## src/hw/scene_pkg.sv

```systemverilog
`default_nettype none

package scene_pkg;

    // coordinate and index widths
    localparam int COORD_W = 16;
    localparam int VIDX_W  = 8;

    // memory depths
    localparam int VERT_DEPTH = 1024;
    localparam int TRI_DEPTH  = 1024;
    localparam int INST_DEPTH = 256;

    // derived address and field widths
    localparam int VADDR_W     = $clog2(VERT_DEPTH);
    localparam int TADDR_W     = $clog2(TRI_DEPTH);
    localparam int IID_W       = $clog2(INST_DEPTH);
    localparam int TCNT_W      = 8;
    localparam int XFORM_W     = 3 * COORD_W;
    localparam int INST_DESC_W = VADDR_W + TADDR_W + TCNT_W;
    localparam int INST_REC_W  = INST_DESC_W + XFORM_W;

    // host load select, code 3 is ignored
    localparam logic [1:0] SEL_VERT = 2'd0;
    localparam logic [1:0] SEL_TRI  = 2'd1;
    localparam logic [1:0] SEL_INST = 2'd2;

    typedef logic [COORD_W-1:0] coord_t;

    // x high, then y, z low
    typedef logic [3*COORD_W-1:0] vertex_t;
    typedef logic [XFORM_W-1:0]   transform_t;

    // v0 in the high byte, then v1, then v2
    typedef logic [3*VIDX_W-1:0] tri_idx_t;

    typedef logic [VADDR_W-1:0] vert_addr_t;
    typedef logic [TADDR_W-1:0] tri_addr_t;
    typedef logic [IID_W-1:0]   inst_id_t;
    typedef logic [TCNT_W-1:0]  tri_count_t;

    // vert_base, tri_base, tri_count, translation from high to low
    typedef logic [INST_REC_W-1:0] inst_rec_t;

    // host write data, narrower memories take the low bits
    typedef logic [INST_REC_W-1:0] load_word_t;

endpackage

`default_nettype wire

```

## src/hw/scene_read_if.sv

```systemverilog
`timescale 1ns/100ps
`default_nettype none

interface scene_read_if;

    // read addresses from the driver
    scene_pkg::inst_id_t   inst_id;
    scene_pkg::tri_addr_t  tri_addr;
    scene_pkg::vert_addr_t vert_addr;

    // read data, one cycle behind the addresses
    scene_pkg::tri_idx_t   tri_data;
    scene_pkg::vertex_t    vert_data;

    // decoded fields of the addressed instance record
    scene_pkg::vert_addr_t vert_base;
    scene_pkg::tri_addr_t  tri_base;
    scene_pkg::tri_count_t tri_count;
    scene_pkg::transform_t transform;

    modport mem (
        input  inst_id, tri_addr, vert_addr,
        output tri_data, vert_data, vert_base, tri_base, tri_count, transform
    );

    modport drv (
        output inst_id, tri_addr, vert_addr,
        input  tri_data, vert_data, vert_base, tri_base, tri_count, transform
    );

endinterface

`default_nettype wire

```

## src/hw/setup_if.sv

```systemverilog
`timescale 1ns/100ps
`default_nettype none

interface setup_if;

    // one-cycle pulse per setup
    logic                  valid;
    logic                  ready;

    // camera setups only carry a translation
    logic                  is_camera;
    scene_pkg::vertex_t    v0;
    scene_pkg::vertex_t    v1;
    scene_pkg::vertex_t    v2;
    scene_pkg::transform_t transform;

    modport src (
        output valid, is_camera, v0, v1, v2, transform,
        input  ready
    );

    modport dst (
        input  valid, is_camera, v0, v1, v2, transform,
        output ready
    );

endinterface

`default_nettype wire

```

## src/hw/frame_driver.sv

```systemverilog
`timescale 1ns/100ps
`default_nettype none

module frame_driver (
    input  logic                clk,
    input  logic                rst,
    input  logic                scene_loaded,
    input  scene_pkg::inst_id_t max_inst,
    input  logic                draw_start,
    output logic                draw_done,
    output logic                busy,
    scene_read_if.drv           rd,
    setup_if.src                setup
);

    typedef enum logic [3:0] {
        idle,
        load_base,
        request_tri,
        load_tri,
        wait_tri,
        wait_vert,
        capture_v0,
        capture_v1,
        capture_v2,
        output_tri,
        done
    } state_t;

    state_t                state;
    scene_pkg::inst_id_t   next_inst;
    scene_pkg::tri_count_t tri_ctr;
    scene_pkg::tri_idx_t   idx_q;
    scene_pkg::vertex_t    v0_q;
    scene_pkg::vertex_t    v1_q;
    scene_pkg::vertex_t    v2_q;
    logic                  cam_inst;
    logic                  last_tri;

    // vertex address wraps at the RAM depth
    function automatic scene_pkg::vert_addr_t vert_addr_of(
        input scene_pkg::vert_addr_t          base,
        input logic [scene_pkg::VIDX_W-1:0]   idx
    );
        return base + scene_pkg::vert_addr_t'(idx);
    endfunction

    assign cam_inst = (rd.inst_id == '0);
    assign last_tri = (tri_ctr == scene_pkg::tri_count_t'(rd.tri_count - 1'b1));
    assign busy     = (state != done);

    // instance and triangle walk, 8 cycles per triangle without stalls
    always_ff @(posedge clk or posedge rst) begin
        if (rst) begin
            state        <= idle;
            next_inst    <= '0;
            tri_ctr      <= '0;
            rd.inst_id   <= '0;
            rd.tri_addr  <= '0;
            rd.vert_addr <= '0;
            setup.valid  <= 1'b0;
            draw_done    <= 1'b0;
        end else if (scene_loaded) begin
            setup.valid <= 1'b0;
            case (state)
                idle: begin
                    if (setup.ready) begin
                        rd.inst_id <= next_inst;
                        next_inst  <= next_inst + 1'b1;
                        state      <= load_base;
                    end
                end
                // record data settles during this cycle
                load_base: state <= cam_inst ? output_tri : request_tri;
                request_tri: begin
                    rd.tri_addr <= rd.tri_base + scene_pkg::tri_addr_t'(tri_ctr);
                    state       <= load_tri;
                end
                load_tri: state <= wait_tri;
                wait_tri: begin
                    rd.vert_addr <= vert_addr_of(rd.vert_base,
                        rd.tri_data[3*scene_pkg::VIDX_W-1 -: scene_pkg::VIDX_W]);
                    state        <= wait_vert;
                end
                wait_vert: begin
                    rd.vert_addr <= vert_addr_of(rd.vert_base,
                        idx_q[2*scene_pkg::VIDX_W-1 -: scene_pkg::VIDX_W]);
                    state        <= capture_v0;
                end
                capture_v0: begin
                    rd.vert_addr <= vert_addr_of(rd.vert_base,
                        idx_q[scene_pkg::VIDX_W-1:0]);
                    state        <= capture_v1;
                end
                capture_v1: state <= capture_v2;
                capture_v2: state <= output_tri;
                output_tri: begin
                    if (setup.ready) begin
                        setup.valid <= 1'b1;
                        if (!cam_inst && !last_tri) begin
                            tri_ctr <= tri_ctr + 1'b1;
                            state   <= request_tri;
                        end else if (rd.inst_id == max_inst) begin
                            // last triangle of the frame, or camera only
                            tri_ctr   <= '0;
                            next_inst <= '0;
                            draw_done <= 1'b1;
                            state     <= done;
                        end else begin
                            tri_ctr <= '0;
                            state   <= idle;
                        end
                    end
                end
                done: begin
                    if (draw_start) begin
                        draw_done <= 1'b0;
                        state     <= idle;
                    end
                end
                default: state <= idle;
            endcase
        end
    end

    // triangle indices, vertices and setup payload
    always_ff @(posedge clk) begin
        if (scene_loaded) begin
            case (state)
                wait_tri:   idx_q <= rd.tri_data;
                capture_v0: v0_q  <= rd.vert_data;
                capture_v1: v1_q  <= rd.vert_data;
                capture_v2: v2_q  <= rd.vert_data;
                output_tri: begin
                    if (setup.ready) begin
                        setup.is_camera <= cam_inst;
                        setup.transform <= rd.transform;
                        setup.v0        <= v0_q;
                        setup.v1        <= v1_q;
                        setup.v2        <= v2_q;
                    end
                end
                default: begin
                end
            endcase
        end
    end

endmodule

`default_nettype wire

```

## src/flat_wrapper.sv

```systemverilog
// flat-port wrapper written by rule: the top's interface ports become plain ports
module frame_driver_flat 
  (clk, rst, scene_loaded, max_inst, draw_start, draw_done, busy, rd_inst_id, rd_tri_addr, rd_vert_addr, rd_tri_data, rd_vert_data, rd_vert_base, rd_tri_base, rd_tri_count, rd_transform, setup_valid, setup_is_camera, setup_v0, setup_v1, setup_v2, setup_transform, setup_ready);
  scene_read_if rd_i ();
  setup_if setup_i ();
  input  logic clk;
  input  logic rst;
  input  logic scene_loaded;
  input  scene_pkg::inst_id_t max_inst;
  input  logic draw_start;
  output logic draw_done;
  output logic busy;
  output wire logic [$bits(rd_i.inst_id)-1:0] rd_inst_id;
  output wire logic [$bits(rd_i.tri_addr)-1:0] rd_tri_addr;
  output wire logic [$bits(rd_i.vert_addr)-1:0] rd_vert_addr;
  input wire logic [$bits(rd_i.tri_data)-1:0] rd_tri_data;
  input wire logic [$bits(rd_i.vert_data)-1:0] rd_vert_data;
  input wire logic [$bits(rd_i.vert_base)-1:0] rd_vert_base;
  input wire logic [$bits(rd_i.tri_base)-1:0] rd_tri_base;
  input wire logic [$bits(rd_i.tri_count)-1:0] rd_tri_count;
  input wire logic [$bits(rd_i.transform)-1:0] rd_transform;
  output wire logic [$bits(setup_i.valid)-1:0] setup_valid;
  output wire logic [$bits(setup_i.is_camera)-1:0] setup_is_camera;
  output wire logic [$bits(setup_i.v0)-1:0] setup_v0;
  output wire logic [$bits(setup_i.v1)-1:0] setup_v1;
  output wire logic [$bits(setup_i.v2)-1:0] setup_v2;
  output wire logic [$bits(setup_i.transform)-1:0] setup_transform;
  input wire logic [$bits(setup_i.ready)-1:0] setup_ready;
  assign rd_inst_id = rd_i.inst_id;
  assign rd_tri_addr = rd_i.tri_addr;
  assign rd_vert_addr = rd_i.vert_addr;
  assign rd_i.tri_data = rd_tri_data;
  assign rd_i.vert_data = rd_vert_data;
  assign rd_i.vert_base = rd_vert_base;
  assign rd_i.tri_base = rd_tri_base;
  assign rd_i.tri_count = rd_tri_count;
  assign rd_i.transform = rd_transform;
  assign setup_valid = setup_i.valid;
  assign setup_is_camera = setup_i.is_camera;
  assign setup_v0 = setup_i.v0;
  assign setup_v1 = setup_i.v1;
  assign setup_v2 = setup_i.v2;
  assign setup_transform = setup_i.transform;
  assign setup_i.ready = setup_ready;
  frame_driver u_core (.clk(clk), .rst(rst), .scene_loaded(scene_loaded), .max_inst(max_inst), .draw_start(draw_start), .draw_done(draw_done), .busy(busy), .rd(rd_i), .setup(setup_i));
endmodule
```

## config.mk

```make
export PLATFORM = sky130hd
export DESIGN_NAME = frame_driver_flat
export DESIGN_NICKNAME = d
export VERILOG_FILES = /design/src/hw/scene_pkg.sv /design/src/hw/scene_read_if.sv /design/src/hw/setup_if.sv /design/src/hw/frame_driver.sv /design/src/flat_wrapper.sv
export SDC_FILE = /design/constraint.sdc
export NUM_CORES = 1
export LEC_CHECK = 0
export BUFFER_PORTS_ARGS = -buffer_cell sky130_fd_sc_hd__buf_4
export CORE_ASPECT_RATIO = 1.5
export CORE_MARGIN = 1
export CORE_UTILIZATION = 52
export DETAILED_ROUTE_END_ITERATION = 16
export GPL_ROUTABILITY_DRIVEN = 0
export HOLD_SLACK_MARGIN = 0.03
export MAX_ROUTING_LAYER = met4
export PLACE_DENSITY_LB_ADDON = 0.12
export SETUP_SLACK_MARGIN = 0.4
export SLEW_MARGIN = 25
export SYNTH_ARGS = -nofsm -noshare
export SYNTH_HDL_FRONTEND = slang
export SYNTH_SLANG_ARGS = --single-unit
```

## constraint.sdc

```tcl
create_clock -name clk -period 8.2 [get_ports clk]
set_clock_uncertainty 0.15 [all_clocks]
set_input_delay 0.41 -clock clk [delete_from_list [all_inputs] [get_ports clk]]
set_output_delay 0.41 -clock clk [all_outputs]
set_load 0.01 [all_outputs]
```

==> results.rst <==
.. list-table::
   :header-rows: 1

   * - Metric
     - Value
   * - Status
     - finished, final reports clean
   * - Count of final hold-check violations
     - 0
   * - Post-route clock period utilization
     - 46.3%
   * - Iteration-0 DRC count of the detailed router
     - about 420
   * - Gate family responsible for the most delay along the worst path
     - compound AO/OA/AOI/OAI gates
   * - Share of the synthesized area in the top cell type
     - approximately three quarters
   * - Post-route ant nets
     - 0
   * - Lkg Pwr
     - around 0.0078 uW
   * - Post-Synth Adder-Cell Area
     - under 10%
   * - Setup TNS
     - 0 ns
   * - Layout cells sized above 1
     - roughly a third
   * - Number of CTS-inserted buffers
     - 36
   * - Syn Nets
     - between 900 and 1000
   * - Share of the synthesized area in compound gates (AO/OA/AOI/OAI)
     - 5.20%
   * - CP endpoint kind
     - flip-flop
   * - Biggest cell delay along the critical path
     - 0.56 ns
   * - Clk Tree Root Cell
     - sky130_fd_sc_hd__clkbuf_16
   * - Number of enable-type register cells in the synthesized netlist
     - ~350
   * - Number of synthesized register bits
     - a little over 400
   * - Power density over cell area
     - between 200 and 300 nW/um2
   * - Worst slew pin tran
     - just over 0.9 ns
   * - DRC errors left
     - 0
   * - Clock latency of the later-clocked register in the worst-skew pair
     - roughly 0.52 ns
   * - Wire length per cell
     - between 15 and 20 um
   * - Final setup violation count
     - 0
   * - Total routing usage reported by global routing
     - between 20% and 30%
   * - Fraction of synthesized area in multiplexers
     - less than 1%
   * - Width of the die
     - about 140 um
   * - Initial Utilization
     - 52.7%
   * - First-pass iteration count of the detailed router
     - 7
   * - Sequential Area
     - 11900 um2
   * - Synth area leaders
     - sky130_fd_sc_hd__edfxtp_1, sky130_fd_sc_hd__dfrtp_1, sky130_fd_sc_hd__ha_1
   * - Number of instances in the synthesized netlist
     - roughly 800
   * - Buffers on Ports
     - approximately 380
   * - Total number of nets in the final design
     - ~1500
   * - Number of global-route vias before repair
     - 8689
   * - Cell Count, Final, Fillers Out
     - 1691
   * - Global-route wire length before repair
     - 47500 um
   * - Worst Path Max Fanout
     - 16
   * - Area of the die
     - around 28000 um2
   * - FMAX
     - 263 MHz
   * - Count of distinct cell types in the synthesized netlist
     - 58
   * - Via count
     - 8627
   * - Largest family of logic cells by synthesized area
     - simple AND/OR/NAND/NOR gates
   * - Cells after DPL
     - roughly 1500
   * - Maximum level of the CTS H-tree
     - 2
   * - Worst min-delay path category
     - input port to flip-flop
   * - Proportion of register bits with asynchronous set or reset after synthesis
     - 12.4%
   * - Crit Path Class
     - flip-flop to flip-flop
   * - Buffer levels on the longest clock path
     - 3
   * - Min Hold Slack
     - between 0.06 and 0.07 ns
   * - Min Clock Period, post-route
     - roughly 3.8 ns
   * - Relative area change from synthesis to final layout
     - 39.7%
   * - Number of antenna violations at the first check in global routing
     - 1
   * - Area of the core region
     - about 27000 um2
   * - Post-synthesis share of cell area spent on xor and xnor gates
     - around 2.1%
   * - Placed Area
     - ~18000 um2
   * - Cell with the largest stage delay on the worst path
     - sky130_fd_sc_hd__dfrtp_1
   * - Count of yosys warnings during synthesis
     - 0
   * - CTS tree
     - built
   * - Total global routing overflow
     - 0
   * - Worst relative slew slack
     - around two fifths
   * - Filler instances
     - between 1500 and 2000
   * - Fraction of the mapped netlist area in simple logic gates
     - 6.06%
   * - Most area-hungry cell type in the Yosys netlist
     - sky130_fd_sc_hd__edfxtp_1
   * - Setup fix buffers added after clock tree synthesis
     - 0
   * - Vertical extent of the die
     - between 200 and 250 um
   * - Startpoint kind of the worst setup timing path
     - flip-flop
   * - Final slew viol count
     - 0
   * - Worst Path Buf+Inv
     - 2
   * - Unrepaired setup endpoints after global routing
     - no
   * - Most used flip-flop cell after synthesis
     - sky130_fd_sc_hd__edfxtp_1
   * - Critical path cell sequence
     - inv_1, nand2_1, nor2_1, a21oi_1, nor2_1, a211oi_1, inv_1, fa_1, nor2b_1, o21ai_0, a21boi_0, o21ai_0, a211oi_1, nor3_1, o31ai_1
   * - Sequential share of the synthesized area
     - between 80% and 90%
   * - Area used by multi-input combinational logic
     - 2290 um2
   * - Netlist Area Pre-Place
     - ~14000 um2
   * - Worst EP required
     - approximately 8.5 ns
   * - Max rail drop VDD
     - 229 uV
   * - Via density per instance
     - around 5
   * - Max-cap violation count
     - 0
   * - DP HPWL
     - between 20000 and 25000 um
   * - Top-Level Pins
     - around 390
   * - Syn_area_per_cell
     - around 18 um2
   * - TritonCTS Sinks
     - 403
   * - Detailed Route WL
     - between 30000 and 40000 um
   * - Standard-cell rows
     - 74
   * - Final instance area
     - about 20000 um2
   * - Crit path DAT
     - between 4 and 5 ns
   * - Largest net degree at the start of global routing
     - 110
   * - Worst-path clk slew
     - around 0.070 ns
[per-stage QoR]
step	util, %	worst slack [ns]	total power [uW]
after floorplan	-	1.60	3240
final	73.6	4.40	5380
after CTS	73.6	4.34	5420
after global routing	73.6	3.98	5620
after global placement	64.9	4.46	3630
after detailed placement	64.9	4.35	3660
[path summary, 6_finish.rpt]
path | startpoint | end | slack, ns | cells after the start
worst max-delay path | u_core.state[3] | u_core.rd.vert_addr[8] | 4.40 | 15
worst min-delay path | draw_start | u_core.draw_done | 0.07 | 3
worst max register to register | u_core.state[3] | u_core.rd.vert_addr[8] | 4.40 | 15
worst min register to register | u_core.v2_q[43] | u_core.setup.v2[43] | 0.26 | 0
max in group asynchronous | rst | u_core.rd.inst_id[4] | 6.95 | 4
min in group asynchronous | rst | u_core.rd.tri_addr[4] | 0.49 | 4
[synth_stat cells, types with 5 or more instances]
master,count
sky130_fd_sc_hd__ha_1,19
sky130_fd_sc_hd__inv_1,21
sky130_fd_sc_hd__dfrtp_1,50
sky130_fd_sc_hd__mux2_2,6
sky130_fd_sc_hd__nor2b_1,5
sky130_fd_sc_hd__a21oi_1,33
sky130_fd_sc_hd__a21o_1,7
sky130_fd_sc_hd__nor3_1,5
sky130_fd_sc_hd__nand2b_1,12
sky130_fd_sc_hd__clkbuf_1,15
sky130_fd_sc_hd__nor3b_1,7
sky130_fd_sc_hd__o21ai_0,29
sky130_fd_sc_hd__o22ai_1,11
sky130_fd_sc_hd__edfxtp_1,353
sky130_fd_sc_hd__nor2_1,41
sky130_fd_sc_hd__o31ai_1,11
sky130_fd_sc_hd__a211oi_1,5
sky130_fd_sc_hd__nand2_1,57
sky130_fd_sc_hd__nand4_1,6
sky130_fd_sc_hd__xor2_1,22
sky130_fd_sc_hd__xnor2_1,13
sky130_fd_sc_hd__nand3_1,10
[worst reg2reg max path, cell delays in order, from the launching register on]
cell	delay (ns)
sky130_fd_sc_hd__dfrtp_1	0.56
sky130_fd_sc_hd__inv_1	0.13
sky130_fd_sc_hd__nand2_1	0.46
sky130_fd_sc_hd__nor2_1	0.08
sky130_fd_sc_hd__a21oi_1	0.16
sky130_fd_sc_hd__nor2_1	0.05
sky130_fd_sc_hd__a211oi_1	0.32
sky130_fd_sc_hd__inv_1	0.11
sky130_fd_sc_hd__fa_1	0.44
sky130_fd_sc_hd__nor2b_1	0.12
sky130_fd_sc_hd__o21ai_0	0.10
sky130_fd_sc_hd__a21boi_0	0.27
sky130_fd_sc_hd__o21ai_0	0.18
sky130_fd_sc_hd__a211oi_1	0.31
sky130_fd_sc_hd__nor3_1	0.08
sky130_fd_sc_hd__o31ai_1	0.20
[logic make-up (layout without fill, tap and decap cells)]
logic type,count (synthesis),in the layout
flip-flops,403,403
XOR/XNOR,35,35
other,0,1
multiplexers,7,7
buffers and inverters,42,594
AO/OA/AOI/OAI,120,120
adder cells (fa/ha/maj),21,21
AND/OR/NAND/NOR,168,168
[per-layer routing]
| metal | global-route usage (%) | part of all wire [%] | up-vias |
|---|---|---|---|
| li1 | - | - | 4060 |
| met1 | 24.5 | 36 | 4184 |
| met2 | 43.1 | 54 | 322 |
| met3 | 4.92 | 6.6 | 61 |
| met4 | 10.6 | 3.6 | 0 |
| met5 | - | 0 | - |
[timing repair]
item,4_1_cts,5_1_grt
hold endpoints to repair,260,0
gates resized for setup,0,0
hold buffers,115,0
endpoints found under the setup margin,0,0
[layout make-up]
| class | count | share of cell area (%) |
|---|---|---|
| Sequential cell | 403 | 59.3 |
| Timing Repair Buffer | 507 | 20.5 |
| Multi-Input combinational cell | 351 | 11.5 |
| Clock buffer | 46 | 4.90 |
| Tap cell | 342 | 2.14 |
| Clock inverter | 19 | 1.17 |
| Inverter | 22 | 0.451 |
| Antenna cell | 1 | 0.0125 |
[power by group]
part	internal, uW	switching, uW	leakage, uW
Clock	1010	707	0.000593
Sequential	2490	138	0.00385
Combinational	473	567	0.00339
[layout by cell type, fill, tap and decap left out, types with 19 or more instances in the layout]
cell type / n
sky130_fd_sc_hd__dfrtp_1: 50
sky130_fd_sc_hd__o21ai_0: 29
sky130_fd_sc_hd__inv_1: 20
sky130_fd_sc_hd__ha_1: 19
sky130_fd_sc_hd__edfxtp_1: 353
sky130_fd_sc_hd__nor2_1: 40
sky130_fd_sc_hd__xor2_1: 22
sky130_fd_sc_hd__a21oi_1: 33
sky130_fd_sc_hd__nand2_1: 57
sky130_fd_sc_hd__clkbuf_16: 37
sky130_fd_sc_hd__buf_4: 391
sky130_fd_sc_hd__dlygate4sd3_1: 115
[sequential cells by signal (all words and copies together), names as in the netlist, 16 cells and up]
signal and count:
u_core.setup.v1 48, u_core.v2_q 48, u_core.setup.v0 48, u_core.idx_q 16
u_core.setup.transform 48, u_core.v1_q 48, u_core.setup.v2 48, u_core.v0_q 48
No activity file was read; power rests on OpenSTA's default activity.
