`config.mk`:
```
export PLATFORM = sky130hd
export DESIGN_NAME = model_translate_flat
export DESIGN_NICKNAME = d
export VERILOG_FILES = /design/src/hw/scene_pkg.sv /design/src/hw/setup_if.sv /design/src/hw/model_translate.sv /design/src/flat_wrapper.sv
export SDC_FILE = /design/constraint.sdc
export NUM_CORES = 1
export LEC_CHECK = 0
export BUFFER_PORTS_ARGS = -buffer_cell sky130_fd_sc_hd__buf_2
export CAP_MARGIN = 20
export CORE_ASPECT_RATIO = 1.5
export CORE_MARGIN = 3
export CORE_UTILIZATION = 55
export CTS_BUF_LIST = sky130_fd_sc_hd__clkbuf_4
export DETAILED_ROUTE_END_ITERATION = 16
export PLACE_DENSITY = 0.92
export SYNTH_ARGS = -nofsm -noshare
export SYNTH_HDL_FRONTEND = slang
export SYNTH_SLANG_ARGS = --single-unit
```
`constraint.sdc`:
```
create_clock -name clk -period 9 [get_ports clk]
set_clock_uncertainty 0.2 [all_clocks]
set_input_delay 0.45 -clock clk [delete_from_list [all_inputs] [get_ports clk]]
set_output_delay 0.45 -clock clk [all_outputs]
set_load 0.01 [all_outputs]
```
`src/hw/scene_pkg.sv`:
```
`default_nettype none

package scene_pkg;

    // coordinate and index widths
    localparam int COORD_W = 16;
    localparam int VIDX_W  = 8;

    // memory depths
    localparam int VERT_DEPTH = 1024;
    localparam int TRI_DEPTH  = 1024;
    localparam int INST_DEPTH = 256;

    // derived address and field widths
    localparam int VADDR_W     = $clog2(VERT_DEPTH);
    localparam int TADDR_W     = $clog2(TRI_DEPTH);
    localparam int IID_W       = $clog2(INST_DEPTH);
    localparam int TCNT_W      = 8;
    localparam int XFORM_W     = 3 * COORD_W;
    localparam int INST_DESC_W = VADDR_W + TADDR_W + TCNT_W;
    localparam int INST_REC_W  = INST_DESC_W + XFORM_W;

    // host load select, code 3 is ignored
    localparam logic [1:0] SEL_VERT = 2'd0;
    localparam logic [1:0] SEL_TRI  = 2'd1;
    localparam logic [1:0] SEL_INST = 2'd2;

    typedef logic [COORD_W-1:0] coord_t;

    // x high, then y, z low
    typedef logic [3*COORD_W-1:0] vertex_t;
    typedef logic [XFORM_W-1:0]   transform_t;

    // v0 in the high byte, then v1, then v2
    typedef logic [3*VIDX_W-1:0] tri_idx_t;

    typedef logic [VADDR_W-1:0] vert_addr_t;
    typedef logic [TADDR_W-1:0] tri_addr_t;
    typedef logic [IID_W-1:0]   inst_id_t;
    typedef logic [TCNT_W-1:0]  tri_count_t;

    // vert_base, tri_base, tri_count, translation from high to low
    typedef logic [INST_REC_W-1:0] inst_rec_t;

    // host write data, narrower memories take the low bits
    typedef logic [INST_REC_W-1:0] load_word_t;

endpackage

`default_nettype wire

```
`src/hw/setup_if.sv`:
```
`timescale 1ns/100ps
`default_nettype none

interface setup_if;

    // one-cycle pulse per setup
    logic                  valid;
    logic                  ready;

    // camera setups only carry a translation
    logic                  is_camera;
    scene_pkg::vertex_t    v0;
    scene_pkg::vertex_t    v1;
    scene_pkg::vertex_t    v2;
    scene_pkg::transform_t transform;

    modport src (
        output valid, is_camera, v0, v1, v2, transform,
        input  ready
    );

    modport dst (
        input  valid, is_camera, v0, v1, v2, transform,
        output ready
    );

endinterface

`default_nettype wire

```
`src/hw/model_translate.sv`:
```
`timescale 1ns/100ps
`default_nettype none

module model_translate (
    input  logic               clk,
    input  logic               rst,
    setup_if.dst               setup,
    input  logic               raster_ready,
    output logic               tri_valid,
    output scene_pkg::vertex_t tri_v0,
    output scene_pkg::vertex_t tri_v1,
    output scene_pkg::vertex_t tri_v2
);

    scene_pkg::transform_t camera_q;
    logic                  tri_fire;

    // per-coordinate sum, wraps at 2^16
    function automatic scene_pkg::vertex_t translate(
        input scene_pkg::vertex_t    v,
        input scene_pkg::transform_t model,
        input scene_pkg::transform_t camera
    );
        scene_pkg::vertex_t sum;
        scene_pkg::coord_t  c;
        for (int i = 0; i < 3; i++) begin
            c = v[i*scene_pkg::COORD_W +: scene_pkg::COORD_W]
              + model[i*scene_pkg::COORD_W +: scene_pkg::COORD_W]
              + camera[i*scene_pkg::COORD_W +: scene_pkg::COORD_W];
            sum[i*scene_pkg::COORD_W +: scene_pkg::COORD_W] = c;
        end
        return sum;
    endfunction

    assign setup.ready = raster_ready;
    assign tri_fire    = setup.valid && !setup.is_camera;

    // camera translation held until the next camera setup
    always_ff @(posedge clk) begin
        if (setup.valid && setup.is_camera) begin
            camera_q <= setup.transform;
        end
    end

    always_ff @(posedge clk) begin
        if (tri_fire) begin
            tri_v0 <= translate(setup.v0, setup.transform, camera_q);
            tri_v1 <= translate(setup.v1, setup.transform, camera_q);
            tri_v2 <= translate(setup.v2, setup.transform, camera_q);
        end
    end

    // one pulse per triangle setup
    always_ff @(posedge clk or posedge rst) begin
        if (rst) begin
            tri_valid <= 1'b0;
        end else begin
            tri_valid <= tri_fire;
        end
    end

endmodule

`default_nettype wire

```
`src/flat_wrapper.sv`:
```
// flat-port wrapper written by rule: the top's interface ports become plain ports
module model_translate_flat 
  (clk, rst, raster_ready, tri_valid, tri_v0, tri_v1, tri_v2, setup_valid, setup_is_camera, setup_v0, setup_v1, setup_v2, setup_transform, setup_ready);
  setup_if setup_i ();
  input  logic clk;
  input  logic rst;
  input  logic raster_ready;
  output logic tri_valid;
  output scene_pkg::vertex_t tri_v0;
  output scene_pkg::vertex_t tri_v1;
  output scene_pkg::vertex_t tri_v2;
  input wire logic [$bits(setup_i.valid)-1:0] setup_valid;
  input wire logic [$bits(setup_i.is_camera)-1:0] setup_is_camera;
  input wire logic [$bits(setup_i.v0)-1:0] setup_v0;
  input wire logic [$bits(setup_i.v1)-1:0] setup_v1;
  input wire logic [$bits(setup_i.v2)-1:0] setup_v2;
  input wire logic [$bits(setup_i.transform)-1:0] setup_transform;
  output wire logic [$bits(setup_i.ready)-1:0] setup_ready;
  assign setup_i.valid = setup_valid;
  assign setup_i.is_camera = setup_is_camera;
  assign setup_i.v0 = setup_v0;
  assign setup_i.v1 = setup_v1;
  assign setup_i.v2 = setup_v2;
  assign setup_i.transform = setup_transform;
  assign setup_ready = setup_i.ready;
  model_translate u_core (.clk(clk), .rst(rst), .setup(setup_i), .raster_ready(raster_ready), .tri_valid(tri_valid), .tri_v0(tri_v0), .tri_v1(tri_v1), .tri_v2(tri_v2));
endmodule
```
==> reports/results.ini, run 1 <==
[yosys]
syn_area_mm2=0.01427
ys_top_cells_by_count=edfxtp_1 (192), fa_1 (144), ha_1 (126), a21oi_1 (108), xnor2_1 (101)
synthTopCellsByArea=edfxtp_1 (40%), fa_1 (20%), ha_1 (11%), xnor2_1 (6.2%), a21oi_1 (3.8%)
synth.most_common_cell=edfxtp_1
synth_seq_area_share_pct=40.58
synth_top_area_share_pct=40.40
synth_seq_cells=193
syn_nets=1598
ys_warn_count=0
synth_ff_type=edfxtp_1
synth.distinct_cells=50
synth_edf_count=192
yosys.area.top_type=edfxtp_1
synthArstFlopShare_pct=0.5181
syn_area_per_cell_um2=12.62
synthCells=1131

[cts]
clock-sinks=193
postCtsHoldBufs=50
ctsLongestPathBuffers=2
cts-root-buf=clkbuf_4
cts_made_buffers=17
cts_resized=0
post-cts-setup-buffers=0
clkLatencyLatePin_ns=0.60
clk_pin_slew_worst_paths_ns=0.16
cts_tree=done
h-tree-depth=4

[critical_path]
worstPathArrival_ns=3.78
worst_setup_path_end_kind=flip-flop
critical_path_required_ns=9.17
critical_path.max_fanout=4
crit_type=primary input to flip-flop
crit_path_start_kind=primary input

[routing]
dr.max_layer_used=met5
routed-wl-met2_um=19750
wl_met1_um=12430
drt_iter0_drc=625
vias_per_cell=5.747
wl_um=37950
firstDrtPassIters=5
drc_errors=0
routedWlPerCell_um=20.13
vias=10830
wl_met3_um=3100
drtAntennaViolNets=0

[floorplan]
die_h_um=203.3
rows=71
fp.dieArea_mm2=0.02796
core_area_mm2=0.02532
die_w_um=137.5
start_util_pct=56.37
io_pins=343

[global_routing]
antenna_found_initial=10
gr-total-overflow=0
grtUsageTotal_pct=27.93
grt_pass1_vias=12010
grt_pass1_wl_um=59890
grt_max_degree=76

[sta]
period_minus_slack_ns=3.613
final_hold_viol_count=0
relSlewSlack_pct=31.86
worst_slew_pin_slew_ns=1.022
tns_ns=0
maxSlewViolCount=0
post-route-period-util_pct=40.15
rsz0062_at_grt=no
clock.fmax_mhz=276.7
finalSetupViolCount=0

[layout]
fill_cells=1765
final_cell_area_mm2=0.01716
fin_nets=2005
fin_util_pct=67.79
drive_above_1_share_pct=24.50
syn2layout_area_growth_pct=20.26

[placed_design]
placed_area_mm2=0.01639
io_buffers=340
gp_congestion=0.9120
detailed_place_hpwl_um=29870

[pwr]
power_density_mw_per_mm2=182.9
leakage_uw=0.007303
vdd_ir_drop_max_uv=93.08

[run_status]
run_status=completed

[job]
maxCapViolations=0

[hold_path]
hold_class=primary input to flip-flop

[worst paths after layout]
path,cells after the start,startpoint,slack (ns),endpoint
setup reg to reg,10,u_core.camera_q[33],5.52,u_core.tri_v0[47]
hold / removal,3,setup_v2[1],0.13,u_core.tri_v2[1]
min in group asynchronous,4,rst,0.59,u_core.tri_valid
hold reg to reg,2,u_core.camera_q[17],0.66,u_core.tri_v2[17]
max in group asynchronous,4,rst,7.92,u_core.tri_valid
setup / recovery,12,setup_transform[33],5.39,u_core.tri_v0[47]
[critical path: stages]
cell and delay (ns):
dlygate4sd3_1 0.56, buf_2 0.18, fa_1 0.55, ha_1 0.22, inv_1 0.08, fa_1 0.47, nor2b_1 0.21, o2111ai_1 0.18
and4b_1 0.24, o21bai_1 0.19, o31ai_1 0.33, xnor2_1 0.12
[cells in the final DEF, fill, tap and decap left out, types with 4 or more instances in the layout]
cell,count
o21ai_0,53
fa_1,144
a211oi_1,10
nor2b_1,15
o31ai_1,8
a21oi_1,108
inv_1,97
or3_1,5
dlygate4sd3_1,50
nand3_1,6
o31a_1,5
o21bai_1,11
xnor2_1,101
clkbuf_4,19
o21a_1,23
ha_1,126
xor2_1,24
nor3_1,8
a21boi_0,7
nand2b_1,8
o22ai_1,5
edfxtp_1,192
buf_2,340
o221ai_1,5
o211a_1,4
nor2_1,31
diode_2,6
nand2_1,56
a21o_1,23
nand4_1,9
o211ai_1,7
[logic make-up after synthesis]
group                      share of synthesized area [%]
DFF                                                40.58
AOI/OAI and AO/OA                                  12.71
xor gates and xnor gates                           7.671
adders and majority gates                          31.25
buffers and inverters                              2.709
and+or+nand+nor                                    5.085
[report_power, final]
| part | internal, uW | total, uW | switching (uW) | leakage (uW) |
|---|---|---|---|---|
| combinational | 630 | 1430 | 798 | 0.00536 |
| sequential | 1200 | 1250 | 50.1 | 0.00181 |
| clock | 143 | 463 | 320 | 0.000132 |
[registers in the layout (all words and copies together) (netlist names)]
signal and cells:
u_core.camera_q 48, u_core.tri_v0 48, u_core.tri_v1 48, u_core.tri_v2 48, u_core.tri_valid 1
[routing by layer]
| layer | vias up | track usage, % |
|---|---|---|
| met5 | - | 0 |
| met4 | 8 | 17.19 |
| met2 | 540 | 49.13 |
| met3 | 176 | 7.577 |
| met1 | 5218 | 28.97 |
| li1 | 4892 | - |
[stage by stage]
step,hold WS [ns],setup slack [ns],power (uW),std cells
6_report,0.1254,5.387,3140,1885
5_1_grt,0.08366,5.227,3363,1883
4_1_cts,0.06724,5.433,3146,1879
3_5_place_dp,0.09373,5.362,2660,1797
3_3_place_gp,0.08373,5.491,2584,1797
2_1_floorplan,-0.02129,1.141,2231,1131
[area by class of cell]
cell class	instances	area, um^2	area share, %
Antenna cell	6	15.01	0.08748
Clock buffer	19	142.6	0.8311
Clock inverter	13	112.6	0.6561
Inverter	97	364.1	2.121
Multi-Input combinational cell	836	8103	47.21
Sequential cell	193	5791	33.74
Tap cell	328	410.4	2.391
Timing Repair Buffer	393	2225	12.96
Note: power is estimated with default switching activity, not from simulation.
==> run 2: changes to the inputs <==
==> constraint.sdc (replaced) <==
create_clock -name clk -period 3.7 [get_ports clk]
set_clock_uncertainty 0.2 [all_clocks]
set_input_delay 0.185 -clock clk [delete_from_list [all_inputs] [get_ports clk]]
set_output_delay 0.185 -clock clk [all_outputs]
set_load 0.01 [all_outputs]
==> reports/results.ini, run 2 (same netlist as run 1, synthesis figures left out) <==
[sta]
period_minus_slack_ns=3.505
maxSlewViolCount=0
worst_slew_pin_slew_ns=0.8470
finalWorstSetupSlack_ns=0.1946
clock.fmax_mhz=285.3
timing.hold.ws_ns=0.02161
tns_ns=0
finalSetupViolCount=0
post-route-period-util_pct=94.74
rsz0062_at_grt=no
relSlewSlack_pct=43.53
final_hold_viol_count=0

[pwr]
intPower_uw=4991
p_sw_share_pct=36.80
combPwrFrac_pct=45.2
p_seq_share_pct=38.5
p_switching_uw=2906
power_density_mw_per_mm2=444.8
p_clk_share_pct=16.4
leakage_uw=0.007548
vdd_ir_drop_max_uv=250.3

[job]
maxCapViolations=0

[routing]
drc_errors=0
routedWlPerCell_um=20.25
firstDrtPassIters=5
wl_um=39220
vias_per_cell=5.751
drt_iter0_drc=565
vias=11140
drtAntennaViolNets=0

[floorplan]
start_util_pct=56.37
die_h_um=203.3
die_w_um=137.5
io_pins=343
fp.dieArea_mm2=0.02796
rows=71
core_area_mm2=0.02532

[cts]
cts-root-buf=clkbuf_4
cts_resized=0
cts_made_buffers=17
h-tree-depth=4
cts_tree=done
clock-sinks=193
ctsLongestPathBuffers=2
clk_pin_slew_worst_paths_ns=0.17
clkLatencyLatePin_ns=0.60

[global_routing]
grt_pass1_wl_um=61670
grt_max_degree=85
use_met1_pct=29.55
grtUsageTotal_pct=28.81
grt_pass1_vias=12220
gr-total-overflow=0
grt_util_met2_pct=50.63
grt-busiest-layer=met2
grt_use_met3_pct=7.626
antenna_found_initial=8

[critical_path]
crit_type=flip-flop to flip-flop
r2r_slack_ns=0.19
r2r_end=u_core.tri_v0[47]
reg2reg_from=u_core.camera_q[32]
critical_path.max_fanout=3
ff2ff_path_depth=12
crit_path_start_kind=flip-flop
critical_path_required_ns=3.88
worstPathArrival_ns=3.68
worst_setup_path_end_kind=flip-flop

[hold_path]
min_from=setup_valid
min_to=u_core.tri_v1[46]
holdPathStages=3
hold_class=primary input to flip-flop

[layout]
stdcell_count=1937
final_cell_mix=buf_2 (340), edfxtp_1 (192), fa_1 (144)
final_common_cell=buf_2
syn2layout_area_growth_pct=24.43
fin_util_pct=70.14
drive_above_1_share_pct=23.83
fin_nets=2057

[placed_design]
dp_cells=1797
dp_slack_ns=0.2525
io_buffers=340
detailed_place_hpwl_um=29950
gp_congestion=0.9385

[run_status]
run_status=completed

run 2: layer usage:
metal	routed length (um)	up-vias
met5	34	-
met4	2692	6
met3	3160	168
met2	20530	576
met1	12800	5375
li1	-	5014
run 2: through the flow:
stage               power, uW  instance area [um^2]
detailed placement       6482                 16400
CTS                      7874                 17740
floorplan                5415                 14280
global placement         6314                 16400
finish                   7898                 17760
global route             8413                 17750
run 2: how the worst max path moves through the flow:
stage	endpoint	cells after the start	start
after floorplan	u_core.tri_v0[47]	10	u_core.camera_q[33]
after global routing	u_core.tri_v1[31]	10	u_core.camera_q[17]
after detailed placement	u_core.tri_v0[47]	13	setup_transform[32]
final	u_core.tri_v0[47]	12	u_core.camera_q[32]
after CTS	u_core.tri_v1[31]	10	u_core.camera_q[17]
after global placement	u_core.tri_v0[47]	13	setup_transform[32]
run 2: area by class of cell:
class	count	area (um^2)
multi-input cells	836	8103
inverters	97	364.1
flip-flops and latches	193	5791
repair buffers	445	2758
diodes	6	15.01
clock inverters	14	181.4
well taps	328	410.4
fillers	1718	7561
clock buffers	18	135.1
run 2: critical path: stages, from the launching register on:
cell and delay [ns]:
edfxtp_1 0.37, inv_1 0.10, fa_1 0.43, inv_1 0.12, ha_1 0.19, inv_1 0.07, fa_1 0.47, nor2b_1 0.20
o2111ai_1 0.16, and4b_1 0.24, o21bai_1 0.21, o31ai_1 0.37, xnor2_1 0.13
run 2: repair_timing:
item	CTS	global route
endpoints found under the setup margin	0	0
hold endpoints to repair	178	0
setup buffers	0	0
hold buffers	102	0
run 2: power by group through the flow:
stage                     clock network [uW]  registers [uW]  logic (uW)
final                                   1290            3040        3570
after global routing                    1390            3060        3960
after CTS                               1320            3040        3520
after detailed placement                   0            3080        3400
after global placement                     0            3080        3240
after floorplan                            0            3200        2220
==> run 3: changes to the inputs <==
--- a/config.mk
+++ b/config.mk
@@ -12,7 +12,7 @@
 export CORE_UTILIZATION = 55
 export CTS_BUF_LIST = sky130_fd_sc_hd__clkbuf_4
 export DETAILED_ROUTE_END_ITERATION = 16
-export PLACE_DENSITY = 0.92
+export PLACE_DENSITY = 0.84
 export SYNTH_ARGS = -nofsm -noshare
 export SYNTH_HDL_FRONTEND = slang
 export SYNTH_SLANG_ARGS = --single-unit
==> reports/results.ini, run 3 (same netlist as run 1, synthesis figures left out) <==
[critical_path]
critical_path.max_fanout=3
cp_common_cell=fa_1
worstPathArrival_ns=3.53
crit_type=flip-flop to flip-flop
slowest_stage=fa_1
worst_setup_path_end_kind=flip-flop
r2r_slack_ns=0.32
r2r_end=u_core.tri_v0[47]
crit_family=adder cells
reg2reg_from=u_core.camera_q[33]
crit_path_start_kind=flip-flop
cp_cell_sequence=fa_1 > ha_1 > inv_1 > fa_1 > nor2b_1 > o2111ai_1 > and4b_1 > o21bai_1 > o31ai_1 > xnor2_1
slowest_delay_ns=0.52
critical_path_required_ns=3.84
ff2ff_path_depth=10
critPathBufInv=1

[routing]
routedWlPerCell_um=19.64
drc_errors=0
drtAntennaViolNets=0
vias_per_cell=5.678
vias=10930
firstDrtPassIters=5
drt_iter0_drc=498
wl_um=37790

[pwr]
intPower_uw=4868
power_density_mw_per_mm2=436.6
p_clk_share_pct=14.4
finalPower_uw=7681
p_sw_share_pct=36.62
p_switching_uw=2813
p_seq_share_pct=39.6
leakage_uw=0.007491
combPwrFrac_pct=46.0
vdd_ir_drop_max_uv=258.1

[sta]
post-route-period-util_pct=91.48
finalWorstSetupSlack_ns=0.3151
worst_slew_pin_slew_ns=1.085
tns_ns=0
relSlewSlack_pct=27.42
clock.fmax_mhz=295.4
rsz0062_at_grt=no
period_minus_slack_ns=3.385
final_hold_viol_count=0
timing.hold.ws_ns=0.08364
finalSetupViolCount=0
maxSlewViolCount=0

[cts]
clkLatencyLatePin_ns=0.58
clock-sinks=193
post-cts-setup-buffers=0
cts_tree=done
clk_pin_slew_worst_paths_ns=0.16
ctsLongestPathBuffers=2
cts-root-buf=clkbuf_4
h-tree-depth=4
cts_made_buffers=17

[floorplan]
rows=71
core_area_mm2=0.02532
die_w_um=137.5
fp.dieArea_mm2=0.02796
start_util_pct=56.37
io_pins=343
die_h_um=203.3

[placed_design]
detailed_place_hpwl_um=28830
dp_slack_ns=0.3009
gp_congestion=0.9055
io_buffers=340

[hold_path]
min_from=setup_v0[46]
min_to=u_core.tri_v0[46]
hold_class=primary input to flip-flop
holdPathStages=4

[layout]
final_cell_mix=buf_2 (340), edfxtp_1 (192), fa_1 (144)
fin_nets=2046
drive_above_1_share_pct=24.06
syn2layout_area_growth_pct=23.29
fin_util_pct=69.49
fill_cells=1764
final_common_cell=buf_2

[run_status]
run_status=completed

[global_routing]
grtUsageTotal_pct=27.50
gr-total-overflow=0
grt_pass1_wl_um=59220
grt_pass1_vias=11950
antenna_found_initial=10
grt_max_degree=75

[job]
maxCapViolations=0

run 3: changes by cell type in the layout (fill, tap and decap cells not counted), moves of 2 or more:
cell           change
dlygate4sd3_1     -12
clkinv_2           +2
bufinv_16          -2
clkbuf_4           +5
diode_2            -2
clkinv_4           -2
run 3: how the worst max path moves through the flow:
stage / end / startpoint / cells past startpoint
final: u_core.tri_v0[47] / u_core.camera_q[33] / 10
after detailed placement: u_core.tri_v1[31] / u_core.camera_q[17] / 10
after CTS: u_core.tri_v1[31] / u_core.camera_q[17] / 10
after global routing: u_core.tri_v0[13] / u_core.camera_q[1] / 10
after global placement: u_core.tri_v1[31] / u_core.camera_q[17] / 9
after floorplan: u_core.tri_v0[47] / u_core.camera_q[33] / 10
run 3: area by class of cell:
class,instances,area (um^2),area share (%)
multi-input combinational,836,8103,46.05
inverter,97,364.1,2.069
sequential,193,5791,32.91
tap,328,410.4,2.333
clock inverter,9,86.33,0.4907
timing repair buffer,434,2658,15.10
clock buffer,23,172.7,0.9814
antenna,4,10.01,0.05689
run 3: layer usage:
layer | part of all wire (%) | track usage [%] | routed length, um | vias to the layer above
met5 | 0.20 | 0 | 74 | -
met4 | 5.5 | 14.98 | 2072 | 12
met3 | 8.4 | 7.897 | 3163 | 160
met2 | 53 | 49.63 | 20070 | 503
met1 | 33 | 27.93 | 12410 | 5276
li1 | - | - | - | 4974
run 3: power by group through the flow:
stage	clock, uW	sequential [uW]	combinational (uW)
after floorplan	0	3200	2220
after global placement	0	3080	3240
after detailed placement	0	3080	3380
after CTS	1150	3040	3480
after global routing	1220	3060	3940
final	1110	3040	3530
run 3: metrics by stage:
stage | area, um^2 | cells
finish | 17590 | 1924
floorplan | 14280 | 1131
global route | 17590 | 1923
global placement | 16420 | 1798
CTS | 17580 | 1920
detailed placement | 16420 | 1798
run 3: repair_timing:
item                       in CTS  in global routing
hold buffers                   90                  0
setup endpoints to repair       0                  1
gates resized for setup         0                  1
hold endpoints to repair      105                  0
run 3: worst register-to-register path, delay by kind of cell, from the launching register on:
family | cells | cell delay [ns]
adders and majority gates | 3 | 1.15
DFF | 1 | 0.50
AOI/OAI and AO/OA | 3 | 0.69
and+or+nand+nor | 2 | 0.43
buffers and inverters | 1 | 0.08
xor gates and xnor gates | 1 | 0.12
